### src/logic/search_cfg_pkg.sv
`default_nettype none

package search_cfg_pkg;

	// job field widths
	localparam int DATA_W = 32; // block, times, times_start, left
	localparam int KEY_W = 64;  // seed, key state, cipher block

	// registered rounds in one trip around the ring
	// this is also the number of jobs that can be in flight at once
	localparam int MIX_STAGES = 21;

	// stand-in round: rotate left, then xor the fixed s-box word
	localparam int ROT_AMT = 7;
	localparam logic [KEY_W-1:0] SB_CONST = 64'hE613_DB6D_C11C_4524;

endpackage

`default_nettype wire

### src/logic/mix_round_pipe.sv
`default_nettype none

module mix_round_pipe import search_cfg_pkg::*; (
	input  wire              clk,
	input  wire              rst_n,
	input  wire [KEY_W-1:0]  head_key_i,
	output logic [KEY_W-1:0] tail_key_o
);

	// one round of the stand-in cipher
	function automatic logic [KEY_W-1:0] mix_round(input logic [KEY_W-1:0] k);
		logic [KEY_W-1:0] rot;
		rot = {k[KEY_W-ROT_AMT-1:0], k[KEY_W-1:KEY_W-ROT_AMT]};
		return rot ^ SB_CONST;
	endfunction

	logic [KEY_W-1:0] stage_q [MIX_STAGES];

	always_ff @(posedge clk) begin
		if (!rst_n) begin
			for (int i = 0; i < MIX_STAGES; i++) begin
				stage_q[i] <= '0;
			end
		end else begin
			stage_q[0] <= mix_round(head_key_i); // entry, round 1
			for (int i = 1; i < MIX_STAGES; i++) begin
				stage_q[i] <= mix_round(stage_q[i-1]);
			end
		end
	end

	// MIX_STAGES rounds applied by the time a key gets here
	assign tail_key_o = stage_q[MIX_STAGES-1];

endmodule

`default_nettype wire

### config.mk
export PLATFORM = sky130hd
export DESIGN_NAME = mix_round_pipe
export DESIGN_NICKNAME = d
export VERILOG_FILES = /design/src/logic/search_cfg_pkg.sv /design/src/logic/mix_round_pipe.sv
export SDC_FILE = /design/constraint.sdc
export NUM_CORES = 1
export LEC_CHECK = 0
export ABC_AREA = 0
export ABC_CLOCK_PERIOD_IN_PS = 1100
export BUFFER_PORTS_ARGS = -buffer_cell sky130_fd_sc_hd__buf_2
export CORE_ASPECT_RATIO = 2
export CORE_MARGIN = 10
export CORE_UTILIZATION = 25
export DETAILED_ROUTE_END_ITERATION = 12
export MAX_ROUTING_LAYER = met4
export PLACE_DENSITY = 0.44
export SLEW_MARGIN = 20
export SYNTH_ARGS = -nofsm -noshare
export SYNTH_HDL_FRONTEND = slang
export SYNTH_SLANG_ARGS = --single-unit
### constraint.sdc
create_clock -name clk -period 1.1 [get_ports clk]
set_input_delay 0.055 -clock clk [delete_from_list [all_inputs] [get_ports clk]]
set_output_delay 0.055 -clock clk [all_outputs]
set_load 0.02 [all_outputs]
---- After elaboration in Yosys (flattened, before gate mapping) ----
Memories as Yosys holds them, arrays and structs flattened.
Index checks and enable logic that the tools add are counted.
word-level totals
  logic and storage cells ................. 66
  bits in read-only memories .............. 0
  bits of input ports ..................... 66
  bits in latches ......................... 0
  memories kept ........................... 1
  bits in registers ....................... 0
  output and inout bits ................... 64
  bits in writable memories ............... 1344
memories
  name     depth  bits a word  read ports  clocked after memory_dff  write ports  RTL line              RTL
  stage_q  21     64           21          0                         21           mix_round_pipe.sv:17  logic [KEY_W-1:0] stage_q [MIX_STAGES];
cells by class
  order comparisons ....................... 0
  shift-type cells ........................ 0
  reduce and logical (&&, ||, !) cells .... 0
  divide/modulo/power cells ............... 0
  muxes and demuxes ....................... 23
  equal/unequal tests ..................... 0
  add/subtract/negate cells ............... 0
  bitwise gates (word level) .............. 42
  $mul .................................... 0
operator list
  kind                number
  two-way mux 64 bit  21
  NOT 30 bit          21
  OR 1 bit            21
  two-way mux 1 bit   2

---- Depth between registers and ports, before layout ----
Gate-level depths: netlist of the first run.
  depth after elaboration ................. 2
  depth in mapped cells ................... 4
  depth with buffers taken out ............ 1

---- Worst setup path after synthesis of the first run ----
OpenSTA, ideal clock, no wires.
  path type ............................... in2reg
  start ................................... input rst_n
  end ..................................... memory stage_q[15][42], in the netlist stage_q[0][1002]
  setup time .............................. 115 ps
  slack ................................... 368 ps
  stages on the path ...................... 4
  required time ........................... 985 ps
  path buffers ............................ 3
  data arrival time ....................... 617 ps
  cells stage by stage .................... buf_2 > buf_2 > clkbuf_2 > and2_1
RTL lines
  element      RTL line              RTL
  from (decl)  mix_round_pipe.sv:5   input wire rst_n,
  to (decl)    mix_round_pipe.sv:17

==> results of run 1 <==
worst min-delay path, cell delays in order:
cell and delay, ps:
buf_8 80, buf_12 90, buf_12 170, buf_12 190, and2_1 130
area by class of cell:
class                      count  share of cell area
sequential                  1344               0.600
multi-input combinational   1344               0.187
clock buffer                 158              0.0750
timing repair buffer         307              0.0679
tap                         1900              0.0528
clock inverter                63              0.0180
antenna                        1           0.0000556
kinds of logic (layout without fill, tap and decap cells):
logic type    count (synthesis)  after routing  share of synthesized area
buf+inv                     213            528                     0.0331
simple gates               1344           1344                      0.230
flops                      1344           1344                      0.737
other cells                   0              1                          0
metrics by stage:
| stage | cell area [um^2] | worst slack (ps) | std cells | setup TNS (ps) | utilization |
|---|---|---|---|---|---|
| 6_report | 45000 | -121 | 5117 | -6310 | 0.310 |
| 3_3_place_gp | 39100 | 98.7 | 4768 | 0 | 0.269 |
| 5_1_grt | 45000 | -211 | 5117 | -11760 | 0.310 |
| 2_1_floorplan | 36500 | 369 | 2901 | 0 | - |
| 3_5_place_dp | 39100 | 48.8 | 4768 | 0 | 0.269 |
| 4_1_cts | 45000 | -235 | 5117 | -12980 | 0.310 |
report_power, final:
| part | internal [mW] | total [mW] | switching (mW) |
|---|---|---|---|
| logic | 2.09 | 3.45 | 1.37 |
| registers | 51.5 | 52.1 | 0.584 |
| clock network | 25.0 | 43.0 | 18.0 |
| total | 78.5 | 98.5 | 20.0 |
metal layers:
layer,GRT usage,vias up
li1,-,9063
met1,0.0675,7013
met2,0.0809,269
met3,0.0185,121
met4,0.0326,0
met5,-,-
synthesized netlist by cell type:
cell / instances / area share
nor2b_1: 630 / 0.11
clkbuf_2: 63 / 0.0086
clkbuf_1: 14 / 0.0014
dfxtp_1: 1344 / 0.74
buf_2: 72 / 0.0099
buf_4: 64 / 0.013
and2_1: 714 / 0.12
timing repair:
| item | 4_1_cts | 5_1_grt |
|---|---|---|
| endpoints found under the setup margin | 64 | 67 |
| resized for setup | 192 | 0 |
| hold buffers | 128 | 0 |
| endpoints found under the hold margin | 800 | 0 |
worst min path at each step:
stage              startpoint                          to  slack (ps)
2_1_floorplan   head_key_i[3]   stage_q[0][10]$_SDFF_PN0_         130
3_3_place_gp   head_key_i[12]   stage_q[0][19]$_SDFF_PN0_         210
3_5_place_dp   head_key_i[42]   stage_q[0][49]$_SDFF_PN0_         210
4_1_cts        head_key_i[61]    stage_q[0][4]$_SDFF_PN0_         0.5
5_1_grt        head_key_i[37]   stage_q[0][44]$_SDFF_PN0_          30
6_report                rst_n  stage_q[0][973]$_SDFF_PN0_          60
==> results.ini, run 1 <==
[setup_path]
setup.worst_path.start_class=register
r2r-end=stage_q[0][1323]$_SDFF_PN0_
worst-path-buf-inv=1
ff2ff_path_depth=2
path_depth=1
cpPeakStageDelay_ps=340
critPathCapture=tail_key_o[4]
cp.required_ps=1040
critical_path_class=reg -> out
startpoint=stage_q[0][1284]$_SDFF_PN0_
path_cells=buf_6
reg2reg_from=stage_q[0][1252]$_SDFF_PN0_
end_kind=output port
cpLargestDelayFamily=flip-flops
ff2ff_setup_slack_ps=110
arrival_ps=1170
slowest_stage=dfxtp_2
critPathMaxFanout=1

[power_and_ir_drop]
p_leak_nw=18.4
p_total_mw=98.5
powerDensity_mw_per_mm2=2190
irDropWorstVdd_uv=1150

[routing]
ant_nets=0
wl_met3_um=2580
drt_first_pass_iters=4
routed.top_layer=met4
vias=16500
via_per_inst=3.22
wl_met1_um=21900
wl_met2_um=17200
drt_wl_total_um=43400
dr.first_iter.drc_count=547
drc=0
wl_per_cell_um=8.48

[yosys]
synth_cell_types=7
syn_inst=2901
synth.avg_cell_area_um2=12.6
ys_seq_area_frac=0.737
ys_seq_elements=1344
synth_fp_nets=2967
ys_warn_count=0
synth_area_mm2=0.0365

[sta]
hold_ws_ps=57.3
rsz0062_at_grt=yes
worst_pin_slew_ps=406
setup_violations=64
fin_crit_ps=1220
relSlewSlack=0.728
hold_violations=0
timing.fmax_mhz=819
fin_skew_ps=16.9
fin_ws_ps=-121
fin_crit_sh=1.11
slew_viol_final=0

[floorplanning]
fp.dieW_um=290
core_mm2=0.145
ios=130
die_y_um=561
die_area_mm2=0.163
start_util=0.251
rows=198

[clock_tree]
htree_levels=3
cts_tree=done
clk_pin_slew_ps=60
cts.sinks=1344
post_cts_buffers=0
cts.path.max_buffers=3
cts_root_buf=clkbuf_16
cts-buffers-inserted=119
clock_latency_ps=710

[worst_hold_path]
worstHoldPathCells=5
holdCritPathClass=in -> reg

[status]
violations=setup timing
status=complete, but fails checks

[finish]
area_delta_synth_final_pct=23.2
regMostFlops=stage_q
reg_top3=stage_q x1344
final_cell_mix=dfxtp_1 (1,280), and2_1 (714), nor2b_1 (630)
seqCellArea_mm2=0.0270
fillers=14700
largest_reg_flops=1344
nets=3182
drive_above_1_share=0.141
final_common_cell=dfxtp_1
multi_input_area_mm2=0.00841

[placed_design]
gp_congestion=0.625
place_hpwl_um=22500
io_buffers=129

[grt]
grt.overflow.total=0
grt_pass1_wl_um=76900
antenna_found_initial=1
grt_max_degree=88
track_usage=0.0561
grt_pass1_vias=16300

[flow_run]
max-cap-violations=0

Power figures use the tool's default switching activity.
==> inputs of run 2 (changes only) <==
--- a/config.mk
+++ b/config.mk
@@ -7,13 +7,13 @@
 export LEC_CHECK = 0
 export ABC_AREA = 0
 export ABC_CLOCK_PERIOD_IN_PS = 1100
-export BUFFER_PORTS_ARGS = -buffer_cell sky130_fd_sc_hd__buf_2
 export CORE_ASPECT_RATIO = 2
 export CORE_MARGIN = 10
 export CORE_UTILIZATION = 25
 export DETAILED_ROUTE_END_ITERATION = 12
+export DONT_BUFFER_PORTS = 1
 export MAX_ROUTING_LAYER = met4
-export PLACE_DENSITY = 0.44
+export PLACE_DENSITY_LB_ADDON = 0.12
 export SLEW_MARGIN = 20
 export SYNTH_ARGS = -nofsm -noshare
 export SYNTH_HDL_FRONTEND = slang
==> results.ini, run 2 <==
[status]
status=did not finish
stop_stage=clock tree synthesis
error=[ERROR RSZ-0060] Max buffer count reached.

[yosys]
syn_inst=2901  ; unchanged
synth.avg_cell_area_um2=12.6  ; unchanged
yosys.area.top_type=dfxtp_1
ys_seq_elements=1344  ; unchanged
synth_area_leaders=dfxtp_1 (74%), and2_1 (12%), nor2b_1 (11%)
yosys-top-cells-count=dfxtp_1 (1,344), and2_1 (714), nor2b_1 (630)
ys_seq_area_frac=0.737  ; unchanged
ys_warn_count=0  ; unchanged
synth_edf_count=0  ; unchanged
synth_fp_nets=2967  ; unchanged
synth-async-reset-ratio=0  ; unchanged
synth_area_mm2=0.0365  ; unchanged
synth_cell_types=7  ; unchanged
synth-main-ff-cell=dfxtp_1
yosysMostFrequentCell=dfxtp_1
yosysTopAreaCellShare=0.737  ; unchanged

[floorplanning]
rows=198  ; unchanged
fp.dieW_um=290  ; unchanged
ios=130  ; unchanged
die_y_um=561  ; unchanged
start_util=0.251  ; unchanged

[clock_tree]
cts_hold_buf=965  ; +650%
cts_resized=128  ; -33%
cts-buffers-inserted=138  ; +16%
htree_levels=4  ; +1
cts_root_buf=clkbuf_16
cts.path.max_buffers=4  ; +1
cts.sinks=1344  ; unchanged
post_cts_buffers=0  ; unchanged

[placed_design]
dpl_cell_area_mm2=0.0377  ; -3.5%
io_buffers=0  ; -100%
gp_congestion=0.628  ; +0.37%

[run 2: cell counts after synthesis]
No cell type changed its count.
[run 2: through the flow]
step / util / instances / setup slack, ps / hold slack, ps
2_1_floorplan: - / 2901 / 369 / 127
3_3_place_gp: 0.259 / 4588 / 464 / 128
3_5_place_dp: 0.259 / 4588 / 416 / 128
[run 2: kinds of logic after synthesis]
kind of cell	Yosys count	share of synthesized area
and+or+nand+nor	1344	0.230
buffers and inverters	213	0.0331
DFF	1344	0.737
==> inputs of run 3 (changes only) <==
--- a/config.mk
+++ b/config.mk
@@ -7,13 +7,11 @@
 export LEC_CHECK = 0
 export ABC_AREA = 0
 export ABC_CLOCK_PERIOD_IN_PS = 1100
-export CORE_ASPECT_RATIO = 2
 export CORE_MARGIN = 10
-export CORE_UTILIZATION = 25
+export CORE_UTILIZATION = 20
 export DETAILED_ROUTE_END_ITERATION = 12
 export DONT_BUFFER_PORTS = 1
-export MAX_ROUTING_LAYER = met4
-export PLACE_DENSITY_LB_ADDON = 0.12
+export PLACE_DENSITY_LB_ADDON = 0.15
 export SLEW_MARGIN = 20
 export SYNTH_ARGS = -nofsm -noshare
 export SYNTH_HDL_FRONTEND = slang
==> results.ini, run 3 <==
[status]
status=did not finish
stop_stage=clock tree synthesis
error=[ERROR RSZ-0060] Max buffer count reached.

[yosys]
ys_warn_count=0  ; unchanged
synth_edf_count=0  ; unchanged
synth.avg_cell_area_um2=12.6  ; unchanged
synth_cell_types=7  ; unchanged
ys_seq_area_frac=0.737  ; unchanged
synth_area_mm2=0.0365  ; unchanged
syn_inst=2901  ; unchanged
synth_area_leaders=dfxtp_1 (74%), and2_1 (12%), nor2b_1 (11%)
ys_seq_elements=1344  ; unchanged
synth_fp_nets=2967  ; unchanged
yosysMostFrequentCell=dfxtp_1
yosysTopAreaCellShare=0.737  ; unchanged
synth-async-reset-ratio=0  ; unchanged
yosys.area.top_type=dfxtp_1
yosys-top-cells-count=dfxtp_1 (1,344), and2_1 (714), nor2b_1 (630)
synth-main-ff-cell=dfxtp_1

[floorplanning]
start_util=0.202  ; -0.0495
die_y_um=447  ; -20%
fp.dieW_um=447  ; +54%
rows=156  ; -21%
ios=130  ; unchanged

[clock_tree]
cts-buffers-inserted=151  ; +9.4%
cts_resized=128  ; unchanged
cts_hold_buf=1065  ; +10%
post_cts_buffers=0  ; unchanged
cts.sinks=1344  ; unchanged
cts.path.max_buffers=3  ; -1
cts_root_buf=clkbuf_16
htree_levels=4  ; unchanged

[placed_design]
place_ws_ps=261  ; -155 ps
gp_congestion=0.589  ; -6.1%
io_buffers=0  ; unchanged

==> run 3: cell families after synthesis <==
kind of cell | after synthesis | share of synthesized area
simple gates | 1344 | 0.230
flops | 1344 | 0.737
buf+inv | 213 | 0.0331
==> run 3: through the flow <==
stage,std cells,area (um^2),hold slack (ps),utilization
after floorplan,2901,36500,127,-
after global placement,5058,38300,128,0.211
after detailed placement,5058,38300,129,0.211
