===== src/logic/search_cfg_pkg.sv =====
`default_nettype none

package search_cfg_pkg;

	// job field widths
	localparam int DATA_W = 32; // block, times, times_start, left
	localparam int KEY_W = 64;  // seed, key state, cipher block

	// registered rounds in one trip around the ring
	// this is also the number of jobs that can be in flight at once
	localparam int MIX_STAGES = 21;

	// stand-in round: rotate left, then xor the fixed s-box word
	localparam int ROT_AMT = 7;
	localparam logic [KEY_W-1:0] SB_CONST = 64'hE613_DB6D_C11C_4524;

endpackage

`default_nettype wire


===== src/logic/search_types_pkg.sv =====
`default_nettype none

package search_types_pkg;

	import search_cfg_pkg::*;

	// one FIFO word, 160 bits
	typedef struct packed {
		logic [DATA_W-1:0] block;
		logic [KEY_W-1:0]  seed;
		logic [DATA_W-1:0] times;
		logic [DATA_W-1:0] times_start;
	} job_t;

	// search target, compared under mask
	typedef struct packed {
		logic [KEY_W-1:0] mask;
		logic [KEY_W-1:0] value;
	} match_cfg_t;

	// what rides in a ring slot next to the key
	typedef struct packed {
		job_t              job;
		logic [DATA_W-1:0] left; // passes still allowed, never 0 in a live slot
	} ctx_t;

	// reported once per job
	typedef struct packed {
		job_t             job;
		logic [KEY_W-1:0] cb;  // key state after the last pass
		logic             hit;
	} result_t;

endpackage

`default_nettype wire


===== src/logic/loop_ctrl.sv =====
`default_nettype none

module loop_ctrl import search_cfg_pkg::*, search_types_pkg::*; (
	input  wire              clk,
	input  wire              rst_n,
	input  match_cfg_t       cfg_i,
	// FIFO side
	input  wire              fifo_ready_i,
	input  job_t             fifo_data_i,
	output logic             fifo_ren_o,
	// ring tail
	input  wire              tail_valid_i,
	input  ctx_t             tail_ctx_i,
	input  wire [KEY_W-1:0]  tail_key_i,
	// ring head
	output logic             head_valid_o,
	output ctx_t             head_ctx_o,
	output logic [KEY_W-1:0] head_key_o,
	// results
	output logic             result_valid_o,
	output result_t          result_o
);

	logic              hit;
	logic              budget_done;
	logic              tail_exit;
	logic              tail_loop;
	logic              admit;
	logic [DATA_W-1:0] new_left;

	// compare after every pass
	assign hit = (cfg_i.mask & cfg_i.value) == (cfg_i.mask & tail_key_i);

	assign budget_done = tail_ctx_i.left <= DATA_W'(1);
	assign tail_exit   = tail_valid_i && (hit || budget_done);
	assign tail_loop   = tail_valid_i && !tail_exit;

	// head slot is free when the tail slot leaves or was empty
	assign admit      = !tail_loop && fifo_ready_i;
	assign fifo_ren_o = admit; // fall-through FIFO consumes the word this cycle

	// a fresh job gets at least one pass
	always_comb begin
		if (fifo_data_i.times > fifo_data_i.times_start) begin
			new_left = fifo_data_i.times - fifo_data_i.times_start;
		end else begin
			new_left = DATA_W'(1);
		end
	end

	// head slot loops back, takes a new job or stays empty
	always_comb begin
		head_valid_o = 1'b0;
		head_ctx_o   = tail_ctx_i;
		head_key_o   = tail_key_i;
		if (tail_loop) begin
			head_valid_o    = 1'b1;
			head_ctx_o.left = tail_ctx_i.left - DATA_W'(1);
		end else if (admit) begin
			head_valid_o    = 1'b1;
			head_ctx_o.job  = fifo_data_i;
			head_ctx_o.left = new_left;
			head_key_o      = fifo_data_i.seed ^ KEY_W'(fifo_data_i.block);
		end
	end

	// one-cycle result pulse
	always_ff @(posedge clk) begin
		if (!rst_n) begin
			result_valid_o <= 1'b0;
		end else begin
			result_valid_o <= tail_exit;
		end
	end

	always_ff @(posedge clk) begin
		if (tail_exit) begin
			result_o.job <= tail_ctx_i.job;
			result_o.cb  <= tail_key_i;
			result_o.hit <= hit;
		end
	end

	// a popped job shows up at the tail exactly one ring trip later
	a_pop_reaches_tail: assert property (@(posedge clk) disable iff (!rst_n)
		fifo_ren_o |-> fifo_ready_i ##MIX_STAGES tail_valid_i)
		else $error("popped job did not reach the tail after one pass");

	// every result comes from a slot this head launched one trip earlier
	a_result_from_tail: assert property (@(posedge clk) disable iff (!rst_n)
		result_valid_o |-> $past(tail_valid_i) && $past(head_valid_o, MIX_STAGES + 1) &&
			result_o.job == $past(head_ctx_o.job, MIX_STAGES + 1))
		else $error("result without a matching tail slot");

endmodule

`default_nettype wire


===== config.mk =====
export PLATFORM = sky130hd
export DESIGN_NAME = loop_ctrl
export DESIGN_NICKNAME = d
export VERILOG_FILES = /design/src/logic/search_cfg_pkg.sv /design/src/logic/search_types_pkg.sv /design/src/logic/loop_ctrl.sv
export SDC_FILE = /design/constraint.sdc
export NUM_CORES = 1
export LEC_CHECK = 0
export ABC_AREA = 1
export BUFFER_PORTS_ARGS = -buffer_cell sky130_fd_sc_hd__buf_2
export CAP_MARGIN = 20
export CELL_PAD_IN_SITES_DETAIL_PLACEMENT = 1
export CELL_PAD_IN_SITES_GLOBAL_PLACEMENT = 2
export CORE_AREA = 2 2 397 399
export CTS_CLUSTER_DIAMETER = 150
export DETAILED_ROUTE_END_ITERATION = 10
export DIE_AREA = 0 0 399 401
export GPL_TIMING_DRIVEN = 0
export PLACE_DENSITY = 0.47
export SLEW_MARGIN = 20
export SYNTH_ARGS = -nofsm -noshare
export SYNTH_HDL_FRONTEND = slang
export SYNTH_SLANG_ARGS = --single-unit

===== constraint.sdc =====
create_clock -name clk -period 19.9 [get_ports clk]
set_input_delay 2.985 -clock clk [delete_from_list [all_inputs] [get_ports clk]]
set_output_delay 2.985 -clock clk [all_outputs]
set_load 0.05 [all_outputs]

Word level (Yosys, flattened, before mapping):

Cells that the tools add are included.

* $add $sub $neg: 2
* magnitude comparators: 2
* eq/ne operators: 1
* multiplexer cells: 8
* bitwise operators: 3
* reduce and logical (&&, ||, !) cells: 6

Operators by type and width (number)
* $mux 192: 1
* $mux 160: 1
* $and 64x64->64: 2
* $mux 64: 2
* $eq 64x64->1: 1
* $mux 32: 2
* $xor 64x32->64: 1
* $gt 32x32->1: 1
* $le 32x1->1 const B: 1
* $sub 32x1->32 const B: 1
* $sub 32x32->32: 1
* $logic_and 1x1->1: 3
* $logic_not 1->1: 2
* $mux 1: 2
* $logic_or 1x1->1: 1

* register bits: 226
* input port bits: 548
* output and inout port bits: 484
* word-level logic and storage cells: 29

Logic depth before layout (Yosys ltp):

Gate-level depths: netlist (run 1).

* depth after elaboration: 10
* gate-level depth with buffers: 17
* depth with buffers taken out: 17

Worst setup path before layout (run 1):

OpenSTA, ideal clock, no wires.

* path type: input -> register
* start: in tail_ctx_i[0] (netlist name)
* end: reg result_o[0] (netlist name) (enable)
* arrival time: 8.438 ns
* data required time: 19.323 ns
* slack: 10.886 ns
* cell stages on the path: 9
* buffers on the path: 1
* path through: inv_1 > ha_1 > nand2_2 > nor2_4 > o211ai_2 > clkbuf_1 > nand2_1 > nand2_1 > inv_1

* cells in the longest elaborated chain, start to end: 3

RTL lines
* from (decl): line loop_ctrl.sv:13 `input ctx_t tail_ctx_i,`
* $le 32x1->1: line loop_ctrl.sv:34 `assign budget_done = tail_ctx_i.left <= DATA_W'(1);`
* $logic_or 1x1->1: line loop_ctrl.sv:35 `assign tail_exit = tail_valid_i && (hit || budget_done);`
* $logic_and 1x1->1: line loop_ctrl.sv:35
* via tail_exit: line loop_ctrl.sv:26 `logic tail_exit;`
* to (decl): line loop_ctrl.sv:21 `output result_t result_o`

The timed path passes the listed nets, and every way through them passes these cells.
A chain may end at the register's enable or synchronous reset.

==> flow_results.xml, run 1 <==
<?xml version="1.0" encoding="UTF-8"?>
<metrics>
  <group name="run_status">
    <metric name="outcome" unit="">complete, no violations</metric>
  </group>
  <group name="timing">
    <metric name="final_worst_setup_slack" unit="ns">10.13</metric>
    <metric name="max_freq" unit="GHz">0.102</metric>
    <metric name="max_slew_margin" unit="%">35.7</metric>
    <metric name="layout_worst_path_cycle_share" unit="%">49.1</metric>
    <metric name="finalMaxSlewViolations" unit="">0</metric>
    <metric name="period_needed" unit="ns">9.77</metric>
    <metric name="rsz0062_at_grt" unit="">no</metric>
    <metric name="setup_viol_count_final" unit="">0</metric>
    <metric name="final.hold.worst_slack" unit="ns">2.57</metric>
    <metric name="report.final.hold_viol_count" unit="">0</metric>
    <metric name="worstMarginPinSlew" unit="ns">0.962</metric>
    <metric name="finalSetupTns" unit="ns">0</metric>
  </group>
  <group name="cts">
    <metric name="clk_path_buf_depth" unit="">3</metric>
    <metric name="clkSinkCount" unit="">226</metric>
    <metric name="cts_tree" unit="">yes</metric>
    <metric name="cts-htree-levels" unit="">2</metric>
    <metric name="ctsHoldBuffers" unit="">0</metric>
    <metric name="post_cts_buffers" unit="">0</metric>
    <metric name="worst_setup_hold_path_clk_slew" unit="ns">0.06</metric>
    <metric name="cts-root-buf" unit="">clkbuf_16</metric>
    <metric name="cts_made_buffers" unit="">37</metric>
    <metric name="cts_resized" unit="">0</metric>
  </group>
  <group name="floorplanning">
    <metric name="die_h" unit="um">401</metric>
    <metric name="io_pins" unit="">1032</metric>
    <metric name="die_span_x" unit="um">399</metric>
    <metric name="coreArea" unit="mm^2">0.156</metric>
    <metric name="fp.dieArea" unit="mm^2">0.160</metric>
    <metric name="initial_utilization" unit="%">9.55</metric>
    <metric name="row_count" unit="">145</metric>
  </group>
  <group name="place">
    <metric name="finalWeightedCongestion" unit="">0.860</metric>
    <metric name="portBuffers" unit="">1031</metric>
    <metric name="place_worst_setup_slack" unit="ns">9.83</metric>
    <metric name="detailed_place.area" unit="mm^2">0.0227</metric>
    <metric name="place.detailed.hpwl" unit="um">118000</metric>
    <metric name="place_inst" unit="">5117</metric>
  </group>
  <group name="logic_synthesis">
    <metric name="top_cells_by_area_in_the_synthesized_netlist" unit="">edfxtp_1 (45%), nand2_1 (22%), nor2_1 (5.7%), nand3_1 (4.6%), inv_1 (4.5%)</metric>
    <metric name="syn_inst" unit="">2025</metric>
    <metric name="synth.net_count" unit="">2608</metric>
    <metric name="synth_enable_flop_cells" unit="">225</metric>
    <metric name="synth.distinct_cells" unit="">39</metric>
    <metric name="synthDominantAreaCellType" unit="">edfxtp_1</metric>
    <metric name="combined_area_of_all_synthesized_cells" unit="mm^2">0.0149</metric>
    <metric name="synth-seq-area-share" unit="%">45.6</metric>
    <metric name="syn_avg_cell_area" unit="um^2">7.34</metric>
    <metric name="ffs_w_async_s_r_synth" unit="%">0</metric>
    <metric name="dominantRegCellSynth" unit="">edfxtp_1</metric>
    <metric name="yosysWarningCount" unit="">0</metric>
    <metric name="synthDominantCellAreaShare" unit="%">45.4</metric>
    <metric name="postSynthRegisterBits" unit="">226</metric>
  </group>
  <group name="min_path">
    <metric name="holdCritPathClass" unit="">primary input to register</metric>
  </group>
  <group name="drt">
    <metric name="drcViolationCount" unit="">0</metric>
    <metric name="firstDrtPassIters" unit="">5</metric>
    <metric name="detailedRoute.firstIterationViolations" unit="">994</metric>
    <metric name="routed_wl" unit="um">135000</metric>
    <metric name="final_antenna_net_count" unit="">0</metric>
    <metric name="total_via_count_in_the_routed_design" unit="">18300</metric>
    <metric name="detail_route.wl_per_cell" unit="um">26.0</metric>
    <metric name="detail_route.vias_per_cell" unit="">3.53</metric>
  </group>
  <group name="setup_path">
    <metric name="critical_path_peak_fanout" unit="">13</metric>
    <metric name="cp_required" unit="ns">16.91</metric>
    <metric name="worst_ep_arrival_time" unit="ns">6.78</metric>
    <metric name="critical_path.startpoint_type" unit="">primary input</metric>
    <metric name="worst-setup-path-type" unit="">primary input to output pin</metric>
    <metric name="worstSetupEndpointType" unit="">output pin</metric>
  </group>
  <group name="grt">
    <metric name="maximum_number_of_pins_on_one_net_before_global_route_repair" unit="">72</metric>
    <metric name="gr-total-overflow" unit="">0</metric>
    <metric name="gr-usage-met3" unit="%">5.13</metric>
    <metric name="number_of_antenna_violations_at_the_first_check_in_global_routing" unit="">62</metric>
    <metric name="track_usage" unit="%">16.2</metric>
    <metric name="grt_most_used_layer" unit="">met2</metric>
    <metric name="grt.met2_usage" unit="%">29.3</metric>
    <metric name="gr-usage-met1" unit="%">18.6</metric>
    <metric name="first_global_vias" unit="">18900</metric>
    <metric name="grt_pass1_wl" unit="um">175000</metric>
  </group>
  <group name="finish">
    <metric name="most_common_library_cell_in_the_layout_ignoring_fill_and_taps" unit="">buf_2</metric>
    <metric name="finalNonFillerCells" unit="">5192</metric>
    <metric name="layout.cell_area.non_filler" unit="mm^2">0.0240</metric>
    <metric name="fraction_of_final_layout_cells_sized_beyond_drive_strength_1" unit="%">36.8</metric>
    <metric name="design.final.nets" unit="">3681</metric>
    <metric name="area_growth" unit="%">61.1</metric>
    <metric name="most-common-layout-cells" unit="">buf_2 (1063), nand2_1 (883), nor2_1 (227), edfxtp_1 (225), inv_1 (177)</metric>
    <metric name="fillers" unit="">19000</metric>
  </group>
  <group name="power">
    <metric name="irDropWorstVdd" unit="mV">0.0597</metric>
    <metric name="leakage" unit="nW">11.8</metric>
    <metric name="pwr_density_cell" unit="mW/mm^2">73.9</metric>
  </group>
  <group name="flow_run">
    <metric name="timing.max_cap.violations" unit="">0</metric>
  </group>
</metrics>
==> flip-flops by register name, indices dropped and copies added, names as in the netlist <==
register,cells
result_valid_o,1
result_o,225
==> final timing paths <==
path,from,end,slack [ns],cells past startpoint
worst max-delay path,tail_key_i[54],head_ctx_o[72],10.13,18
worst min-delay path,tail_ctx_i[130],result_o[163],2.57,1
==> critical path: stages <==
cell	delay [ns]
buf_2	0.24
nand2_1	0.09
nand2_1	0.06
nor2_1	0.04
nor2_1	0.72
nand2_1	0.12
nor2_1	0.12
nand2_1	0.06
nor2_1	0.13
nand2_1	0.22
nand3_2	0.17
nand2_2	0.08
inv_2	0.15
buf_4	0.36
buf_2	0.35
nand2_1	0.36
nand2_1	0.14
buf_2	0.34
==> cells by family (layout without fill, tap and decap cells) <==
logic type / Yosys count / after routing / share of synthesized area (%)
buffers and inverters: 246 / 1345 / 6.99
AOI/OAI and AO/OA: 134 / 134 / 4.75
xor gates and xnor gates: 61 / 61 / 3.59
adders and majority gates: 35 / 35 / 3.00
other: 0 / 10 / 0
and+or+nand+nor: 1323 / 1323 / 36.1
DFF: 226 / 226 / 45.6
==> cell type report <==
cell class	instances	area (um^2)	share of cell area, %
clock inverters	22	288	1.20
clock buffers	43	948	3.96
flip-flops and latches	226	6780	28.3
inverters	181	687	2.87
multi-input cells	1553	7060	29.4
well taps	2058	2570	10.7
repair buffers	1034	5240	21.9
plain buffers	65	360	1.50
diodes	10	25.0	0.104
==> layer usage <==
layer | vias up | share of wire [%] | routed length [um]
li1 | 8683 | - | -
met1 | 8744 | 40 | 53500
met2 | 728 | 50 | 68000
met3 | 135 | 8.2 | 11100
met4 | 30 | 1.8 | 2490
met5 | - | 0.14 | 186
==> metrics by stage <==
step                power [mW]  util, %
floorplan                0.841        -
global placement          1.09     14.5
detailed placement        1.10     14.6
CTS                       1.82     15.4
global route              1.86     15.4
finish                    1.77     15.4
==> report_power, final <==
group	internal, mW	switching [mW]	total, mW
Combinational	0.137	0.409	0.546
Sequential	0.523	0.000000000813	0.523
Clock	0.410	0.293	0.703
==> cells in the mapped netlist (2+ instances only) <==
master	instances
xnor2_1	51
o21ai_0	29
nand2_1	883
nor3_1	11
nand2_2	2
ha_1	34
a21oi_1	30
clkbuf_1	17
or2_1	2
nor2_2	3
buf_6	5
a21boi_0	3
nand4_1	19
o21bai_1	6
xor2_1	10
o21ai_1	63
nor2_1	227
or2_2	2
buf_4	10
inv_1	178
inv_2	3
nand3b_1	29
edfxtp_1	225
nand3_1	137
buf_2	32
Power figures use the tool's default switching activity.
==> run 2, diff against run 1 <==
--- a/config.mk
+++ b/config.mk
@@ -10,12 +10,12 @@
 export CAP_MARGIN = 20
 export CELL_PAD_IN_SITES_DETAIL_PLACEMENT = 1
 export CELL_PAD_IN_SITES_GLOBAL_PLACEMENT = 2
-export CORE_AREA = 2 2 397 399
+export CORE_AREA = 2 2 406 408
 export CTS_CLUSTER_DIAMETER = 150
 export DETAILED_ROUTE_END_ITERATION = 10
-export DIE_AREA = 0 0 399 401
+export DIE_AREA = 0 0 408 410
 export GPL_TIMING_DRIVEN = 0
-export PLACE_DENSITY = 0.47
+export PLACE_DENSITY = 0.45
 export SLEW_MARGIN = 20
 export SYNTH_ARGS = -nofsm -noshare
 export SYNTH_HDL_FRONTEND = slang
==> constraint.sdc (replaced) <==
create_clock -name clk -period 9.1 [get_ports clk]
set_input_delay 1.365 -clock clk [delete_from_list [all_inputs] [get_ports clk]]
set_output_delay 1.365 -clock clk [all_outputs]
set_load 0.05 [all_outputs]
==> flow_results.xml, run 2 (same netlist as run 1, synthesis figures left out) <==
<?xml version="1.0" encoding="UTF-8"?>
<metrics>
  <group name="grt">
    <metric name="gr-total-overflow" unit="">0</metric>
    <metric name="number_of_antenna_violations_at_the_first_check_in_global_routing" unit="">91</metric>
    <metric name="grt_pass1_wl" unit="um">180000</metric>
    <metric name="track_usage" unit="%">16.0</metric>
    <metric name="maximum_number_of_pins_on_one_net_before_global_route_repair" unit="">83</metric>
    <metric name="first_global_vias" unit="">19200</metric>
  </group>
  <group name="power">
    <metric name="sw_share" unit="%">40.0</metric>
    <metric name="pwr_density_cell" unit="mW/mm^2">157</metric>
    <metric name="net_switching_power_figure" unit="mW">1.51</metric>
    <metric name="p_comb_share" unit="%">31.7</metric>
    <metric name="leakage" unit="nW">11.8</metric>
    <metric name="cell_internal_pwr" unit="mW">2.27</metric>
    <metric name="p_seq_share" unit="%">30.3</metric>
    <metric name="clkPwrFrac" unit="%">38.0</metric>
    <metric name="irDropWorstVdd" unit="mV">0.104</metric>
  </group>
  <group name="floorplanning">
    <metric name="io_pins" unit="">1032</metric>
    <metric name="coreArea" unit="mm^2">0.163</metric>
    <metric name="die_h" unit="um">410</metric>
    <metric name="fp.dieArea" unit="mm^2">0.167</metric>
    <metric name="row_count" unit="">149</metric>
    <metric name="initial_utilization" unit="%">9.10</metric>
    <metric name="die_span_x" unit="um">408</metric>
  </group>
  <group name="cts">
    <metric name="clkSinkCount" unit="">226</metric>
    <metric name="cts-root-buf" unit="">clkbuf_16</metric>
    <metric name="cts_made_buffers" unit="">37</metric>
    <metric name="clk_path_buf_depth" unit="">3</metric>
    <metric name="cts_tree" unit="">yes</metric>
    <metric name="cts_resized" unit="">0</metric>
    <metric name="cts-htree-levels" unit="">2</metric>
    <metric name="ctsHoldBuffers" unit="">0</metric>
    <metric name="post_cts_buffers" unit="">0</metric>
    <metric name="worst_setup_hold_path_clk_slew" unit="ns">0.06</metric>
  </group>
  <group name="finish">
    <metric name="fillers" unit="">20000</metric>
    <metric name="area_growth" unit="%">61.5</metric>
    <metric name="largest_registers" unit="">result_o x225, result_valid_o x1</metric>
    <metric name="finalNonFillerCells" unit="">5324</metric>
    <metric name="largest_register_ffs" unit="">225</metric>
    <metric name="design.final.nets" unit="">3681</metric>
    <metric name="layout.cell_area.non_filler" unit="mm^2">0.0240</metric>
    <metric name="most-common-layout-cells" unit="">buf_2 (1063), nand2_1 (883), nor2_1 (227), edfxtp_1 (225), inv_1 (177)</metric>
    <metric name="regMostFlops" unit="">result_o</metric>
    <metric name="most_common_library_cell_in_the_layout_ignoring_fill_and_taps" unit="">buf_2</metric>
    <metric name="fraction_of_final_layout_cells_sized_beyond_drive_strength_1" unit="%">36.8</metric>
  </group>
  <group name="setup_path">
    <metric name="path_depth" unit="">18</metric>
    <metric name="critical_path_peak_fanout" unit="">12</metric>
    <metric name="timing.critical_path.slowest_stage_cell" unit="">buf_2</metric>
    <metric name="cpMostUsedCell" unit="">nand2_1</metric>
    <metric name="critPathMaxStageDelay" unit="ns">0.68</metric>
    <metric name="worst_ep_arrival_time" unit="ns">5.31</metric>
    <metric name="worstPathBufferInverterCount" unit="">5</metric>
    <metric name="worst-setup-path-type" unit="">primary input to output pin</metric>
    <metric name="critical_path.top_delay_family" unit="">simple AND/OR/NAND/NOR gates</metric>
    <metric name="cp_required" unit="ns">7.74</metric>
    <metric name="worstSetupEndpointType" unit="">output pin</metric>
    <metric name="crit_path_cell_trace" unit="">buf_2 &gt; nand2_1 &gt; nand2_1 &gt; nor2_1 &gt; nor2_1 &gt; nand2_1 &gt; nor2_1 &gt; nand2_1 &gt; nor2_1 &gt; nand2_1 &gt; nand3_2 &gt; nand2_2 &gt; buf_6 &gt; buf_6 &gt; buf_2 &gt; nand2_1 &gt; nand2_1 &gt; buf_2</metric>
    <metric name="critical_path.startpoint_type" unit="">primary input</metric>
  </group>
  <group name="place">
    <metric name="finalWeightedCongestion" unit="">0.851</metric>
    <metric name="place_inst" unit="">5248</metric>
    <metric name="portBuffers" unit="">1031</metric>
    <metric name="place.detailed.hpwl" unit="um">121000</metric>
    <metric name="detailed_place.area" unit="mm^2">0.0229</metric>
  </group>
  <group name="min_path">
    <metric name="holdCritPathClass" unit="">primary input to register</metric>
    <metric name="worst_hold_startpoint" unit="">tail_ctx_i[74]</metric>
    <metric name="min_to" unit="">result_o[107]</metric>
    <metric name="worstHoldPathCells" unit="">1</metric>
  </group>
  <group name="timing">
    <metric name="finalSetupTns" unit="ns">0</metric>
    <metric name="finalMaxSlewViolations" unit="">0</metric>
    <metric name="report.final.hold_viol_count" unit="">0</metric>
    <metric name="period_needed" unit="ns">6.67</metric>
    <metric name="setup_viol_count_final" unit="">0</metric>
    <metric name="layout_worst_path_cycle_share" unit="%">73.3</metric>
    <metric name="max_freq" unit="GHz">0.150</metric>
    <metric name="max_slew_margin" unit="%">33.3</metric>
    <metric name="worstMarginPinSlew" unit="ns">1.00</metric>
    <metric name="rsz0062_at_grt" unit="">no</metric>
  </group>
  <group name="run_status">
    <metric name="outcome" unit="">complete, no violations</metric>
  </group>
  <group name="drt">
    <metric name="total_via_count_in_the_routed_design" unit="">18500</metric>
    <metric name="final_antenna_net_count" unit="">0</metric>
    <metric name="drcViolationCount" unit="">0</metric>
    <metric name="detail_route.wl_per_cell" unit="um">26.1</metric>
    <metric name="detail_route.vias_per_cell" unit="">3.48</metric>
    <metric name="firstDrtPassIters" unit="">5</metric>
    <metric name="routed_wl" unit="um">139000</metric>
    <metric name="detailedRoute.firstIterationViolations" unit="">861</metric>
  </group>
  <group name="flow_run">
    <metric name="timing.max_cap.violations" unit="">0</metric>
  </group>
</metrics>
## run 2: changes by cell type in the layout (fill, tap and decap cells not counted), sizes merged
cell	previous run	this run
diode	10	15
clkbuf	61	62
bufinv	5	3
clkinv	13	10
## run 2: cell type report
cell class / instances / area (um^2) / share of cell area (%)
well taps: 2189 / 2740 / 11.4
clock buffers: 44 / 952 / 3.96
clock inverters: 17 / 170 / 0.708
repair buffers: 1034 / 5240 / 21.8
diodes: 15 / 37.5 / 0.156
inverters: 181 / 687 / 2.86
plain buffers: 65 / 362 / 1.51
multi-input cells: 1553 / 7060 / 29.4
flip-flops and latches: 226 / 6780 / 28.2
## run 2: worst max-delay path by stage
stage | start | end | slack, ns
floorplan | tail_ctx_i[0] | result_o[0] | 1.71
global placement | tail_key_i[61] | result_o[96] | -3.73
detailed placement | tail_key_i[52] | head_ctx_o[161] | 2.19
CTS | tail_key_i[52] | head_ctx_o[161] | 2.18
global route | tail_key_i[52] | head_ctx_o[161] | 2.10
finish | tail_key_i[52] | head_ctx_o[161] | 2.43
## run 2: metrics by stage
stage                     utilization (%)  setup slack, ns  power, mW  hold slack, ns
after floorplan                         -             1.71       1.84            1.46
after global placement               13.9            -3.73       2.40            1.56
after detailed placement             14.0             2.19       2.40            1.56
after CTS                            14.7             2.18       3.90           0.891
after global routing                 14.7             2.10       3.98           0.918
final                                14.7             2.43       3.78           0.967
## run 2: per-layer routing
metal	up-vias	global-route usage [%]	part of all wire, %
met2	788	28.9	50
li1	8696	-	-
met4	38	2.22	1.4
met5	-	0	0.16
met3	156	4.87	7.8
met1	8828	18.8	40
## run 2: power by group through the flow
stage | clock (mW) | sequential (mW) | combinational [mW]
floorplan | 0 | 1.17 | 0.673
global placement | 0 | 1.17 | 1.23
detailed placement | 0 | 1.17 | 1.24
CTS | 1.51 | 1.14 | 1.24
global route | 1.54 | 1.14 | 1.30
finish | 1.44 | 1.14 | 1.20
==> run 3, diff against run 2 <==
--- a/config.mk
+++ b/config.mk
@@ -10,12 +10,12 @@
 export CAP_MARGIN = 20
 export CELL_PAD_IN_SITES_DETAIL_PLACEMENT = 1
 export CELL_PAD_IN_SITES_GLOBAL_PLACEMENT = 2
-export CORE_AREA = 2 2 406 408
+export CORE_AREA = 2 2 402 404
 export CTS_CLUSTER_DIAMETER = 150
 export DETAILED_ROUTE_END_ITERATION = 10
-export DIE_AREA = 0 0 408 410
+export DIE_AREA = 0 0 404 406
 export GPL_TIMING_DRIVEN = 0
-export PLACE_DENSITY = 0.45
+export PLACE_DENSITY = 0.47
 export SLEW_MARGIN = 20
 export SYNTH_ARGS = -nofsm -noshare
 export SYNTH_HDL_FRONTEND = slang
==> constraint.sdc (replaced) <==
create_clock -name clk -period 6 [get_ports clk]
set_input_delay 0.9 -clock clk [delete_from_list [all_inputs] [get_ports clk]]
set_output_delay 0.9 -clock clk [all_outputs]
set_load 0.05 [all_outputs]
==> flow_results.xml, run 3 (same netlist as run 1, synthesis figures left out) <==
<?xml version="1.0" encoding="UTF-8"?>
<metrics>
  <group name="timing">
    <metric name="max_freq" unit="GHz">0.181</metric>
    <metric name="setup_viol_count_final" unit="">0</metric>
    <metric name="worstMarginPinSlew" unit="ns">0.853</metric>
    <metric name="final.hold.worst_slack" unit="ns">0.480</metric>
    <metric name="period_needed" unit="ns">5.53</metric>
    <metric name="finalMaxSlewViolations" unit="">0</metric>
    <metric name="layout_worst_path_cycle_share" unit="%">92.1</metric>
    <metric name="report.final.hold_viol_count" unit="">0</metric>
    <metric name="max_slew_margin" unit="%">43.1</metric>
    <metric name="rsz0062_at_grt" unit="">no</metric>
    <metric name="finalSetupTns" unit="ns">0</metric>
  </group>
  <group name="power">
    <metric name="irDropWorstVdd" unit="mV">0.158</metric>
    <metric name="leakage" unit="nW">11.9</metric>
    <metric name="p_total" unit="mW">5.83</metric>
    <metric name="pwr_density_cell" unit="mW/mm^2">242</metric>
  </group>
  <group name="cts">
    <metric name="cts_made_buffers" unit="">39</metric>
    <metric name="cts_tree" unit="">yes</metric>
    <metric name="worst_setup_hold_path_clk_slew" unit="ns">0.06</metric>
    <metric name="cts-htree-levels" unit="">2</metric>
    <metric name="clkSinkCount" unit="">226</metric>
    <metric name="clk_path_buf_depth" unit="">3</metric>
    <metric name="ctsHoldBuffers" unit="">0</metric>
    <metric name="cts-root-buf" unit="">clkbuf_16</metric>
  </group>
  <group name="drt">
    <metric name="total_via_count_in_the_routed_design" unit="">18500</metric>
    <metric name="detail_route.vias_per_cell" unit="">3.54</metric>
    <metric name="routed_wl" unit="um">135000</metric>
    <metric name="final_antenna_net_count" unit="">0</metric>
    <metric name="drcViolationCount" unit="">0</metric>
    <metric name="detail_route.wl_per_cell" unit="um">25.9</metric>
    <metric name="firstDrtPassIters" unit="">8</metric>
    <metric name="detailedRoute.firstIterationViolations" unit="">942</metric>
  </group>
  <group name="grt">
    <metric name="maximum_number_of_pins_on_one_net_before_global_route_repair" unit="">30</metric>
    <metric name="first_global_vias" unit="">19100</metric>
    <metric name="gr-total-overflow" unit="">0</metric>
    <metric name="track_usage" unit="%">15.8</metric>
    <metric name="grt_pass1_wl" unit="um">175000</metric>
    <metric name="number_of_antenna_violations_at_the_first_check_in_global_routing" unit="">78</metric>
  </group>
  <group name="setup_path">
    <metric name="path_depth" unit="">18</metric>
    <metric name="worst_ep_arrival_time" unit="ns">4.63</metric>
    <metric name="worst-setup-path-type" unit="">primary input to output pin</metric>
    <metric name="crit_path_cell_trace" unit="">buf_2 &gt; nand2_1 &gt; nand2_1 &gt; nor2_1 &gt; nor2_1 &gt; nand2_1 &gt; nor2_1 &gt; nand2_1 &gt; nor2_1 &gt; nand2_1 &gt; nand3_2 &gt; nand2_2 &gt; inv_2 &gt; buf_4 &gt; buf_2 &gt; nand2_1 &gt; nand2_1 &gt; buf_2</metric>
    <metric name="critical_path.top_delay_family" unit="">simple AND/OR/NAND/NOR gates</metric>
    <metric name="worstSetupEndpointType" unit="">output pin</metric>
    <metric name="critical_path.startpoint_type" unit="">primary input</metric>
    <metric name="timing.critical_path.slowest_stage_cell" unit="">nor2_1</metric>
    <metric name="cpMostUsedCell" unit="">nand2_1</metric>
    <metric name="worstPathBufferInverterCount" unit="">5</metric>
    <metric name="cp_required" unit="ns">5.10</metric>
    <metric name="critPathMaxStageDelay" unit="ns">0.58</metric>
    <metric name="critical_path_peak_fanout" unit="">10</metric>
  </group>
  <group name="place">
    <metric name="place_inst" unit="">5152</metric>
    <metric name="portBuffers" unit="">1031</metric>
    <metric name="finalWeightedCongestion" unit="">0.837</metric>
    <metric name="place.detailed.hpwl" unit="um">119000</metric>
  </group>
  <group name="finish">
    <metric name="most-common-layout-cells" unit="">buf_2 (1063), nand2_1 (883), nor2_1 (226), edfxtp_1 (225), inv_1 (177)</metric>
    <metric name="largest_register_ffs" unit="">225</metric>
    <metric name="most_common_library_cell_in_the_layout_ignoring_fill_and_taps" unit="">buf_2</metric>
    <metric name="fraction_of_final_layout_cells_sized_beyond_drive_strength_1" unit="%">37.0</metric>
    <metric name="largest_registers" unit="">result_o x225, result_valid_o x1</metric>
    <metric name="area_growth" unit="%">62.1</metric>
    <metric name="regMostFlops" unit="">result_o</metric>
    <metric name="finalNonFillerCells" unit="">5232</metric>
    <metric name="design.final.nets" unit="">3690</metric>
  </group>
  <group name="flow_run">
    <metric name="timing.max_cap.violations" unit="">0</metric>
  </group>
  <group name="floorplanning">
    <metric name="die_span_x" unit="um">404</metric>
    <metric name="row_count" unit="">147</metric>
    <metric name="coreArea" unit="mm^2">0.160</metric>
    <metric name="fp.dieArea" unit="mm^2">0.164</metric>
    <metric name="die_h" unit="um">406</metric>
    <metric name="initial_utilization" unit="%">9.32</metric>
    <metric name="io_pins" unit="">1032</metric>
  </group>
  <group name="min_path">
    <metric name="worstHoldPathCells" unit="">1</metric>
    <metric name="holdCritPathClass" unit="">primary input to register</metric>
  </group>
  <group name="run_status">
    <metric name="outcome" unit="">complete, no violations</metric>
  </group>
</metrics>
run 3: cell count changes in the layout (fill, tap and decap cells not counted), sizes merged:
cell and change:
buf +7, clkinv +8, diode -2, clkbuf +1
inv -3
run 3: path summary, 6_finish.rpt:
check            start             end  slack (ns)
max     tail_key_i[52]  head_ctx_o[72]        0.47
min    tail_ctx_i[148]   result_o[181]        0.48
run 3: final cells by class:
cell class | count | area [um^2]
fillers | 19600 | 136000
multi-input cells | 1553 | 7060
flip-flops and latches | 226 | 6780
repair buffers | 1041 | 5380
well taps | 2086 | 2610
clock buffers | 45 | 998
inverters | 181 | 683
plain buffers | 65 | 362
clock inverters | 22 | 208
diodes | 13 | 32.5
run 3: per-stage QoR:
stage	utilization (%)	instance area (um^2)	worst slack, ns
after floorplan	-	14900	0.197
after global placement	14.2	22600	-4.05
after detailed placement	14.3	22900	0.109
after CTS	15.1	24100	0.0992
after global routing	15.1	24100	0.0107
final	15.1	24100	0.472
run 3: repair_timing:
item                                    in CTS  in global routing
setup buffers                                0                  0
endpoints found under the setup margin       0                  2
endpoints found under the hold margin        0                  0
resized for setup                            0                  1
run 3: power by group:
group / internal [mW] / leakage, nW / switching, mW
Sequential: 1.74 / 2.03 / 0.00000000281
Clock: 1.32 / 0.588 / 0.970
Combinational: 0.453 / 9.25 / 1.36
Total: 3.51 / 11.9 / 2.33
run 3: layer usage:
metal | GRT usage, % | up-vias | wire length, um
li1 | - | 8698 | -
met1 | 18.6 | 8846 | 54600
met2 | 28.7 | 762 | 68100
met3 | 4.60 | 162 | 10200
met4 | 2.55 | 38 | 2330
met5 | 0 | - | 245
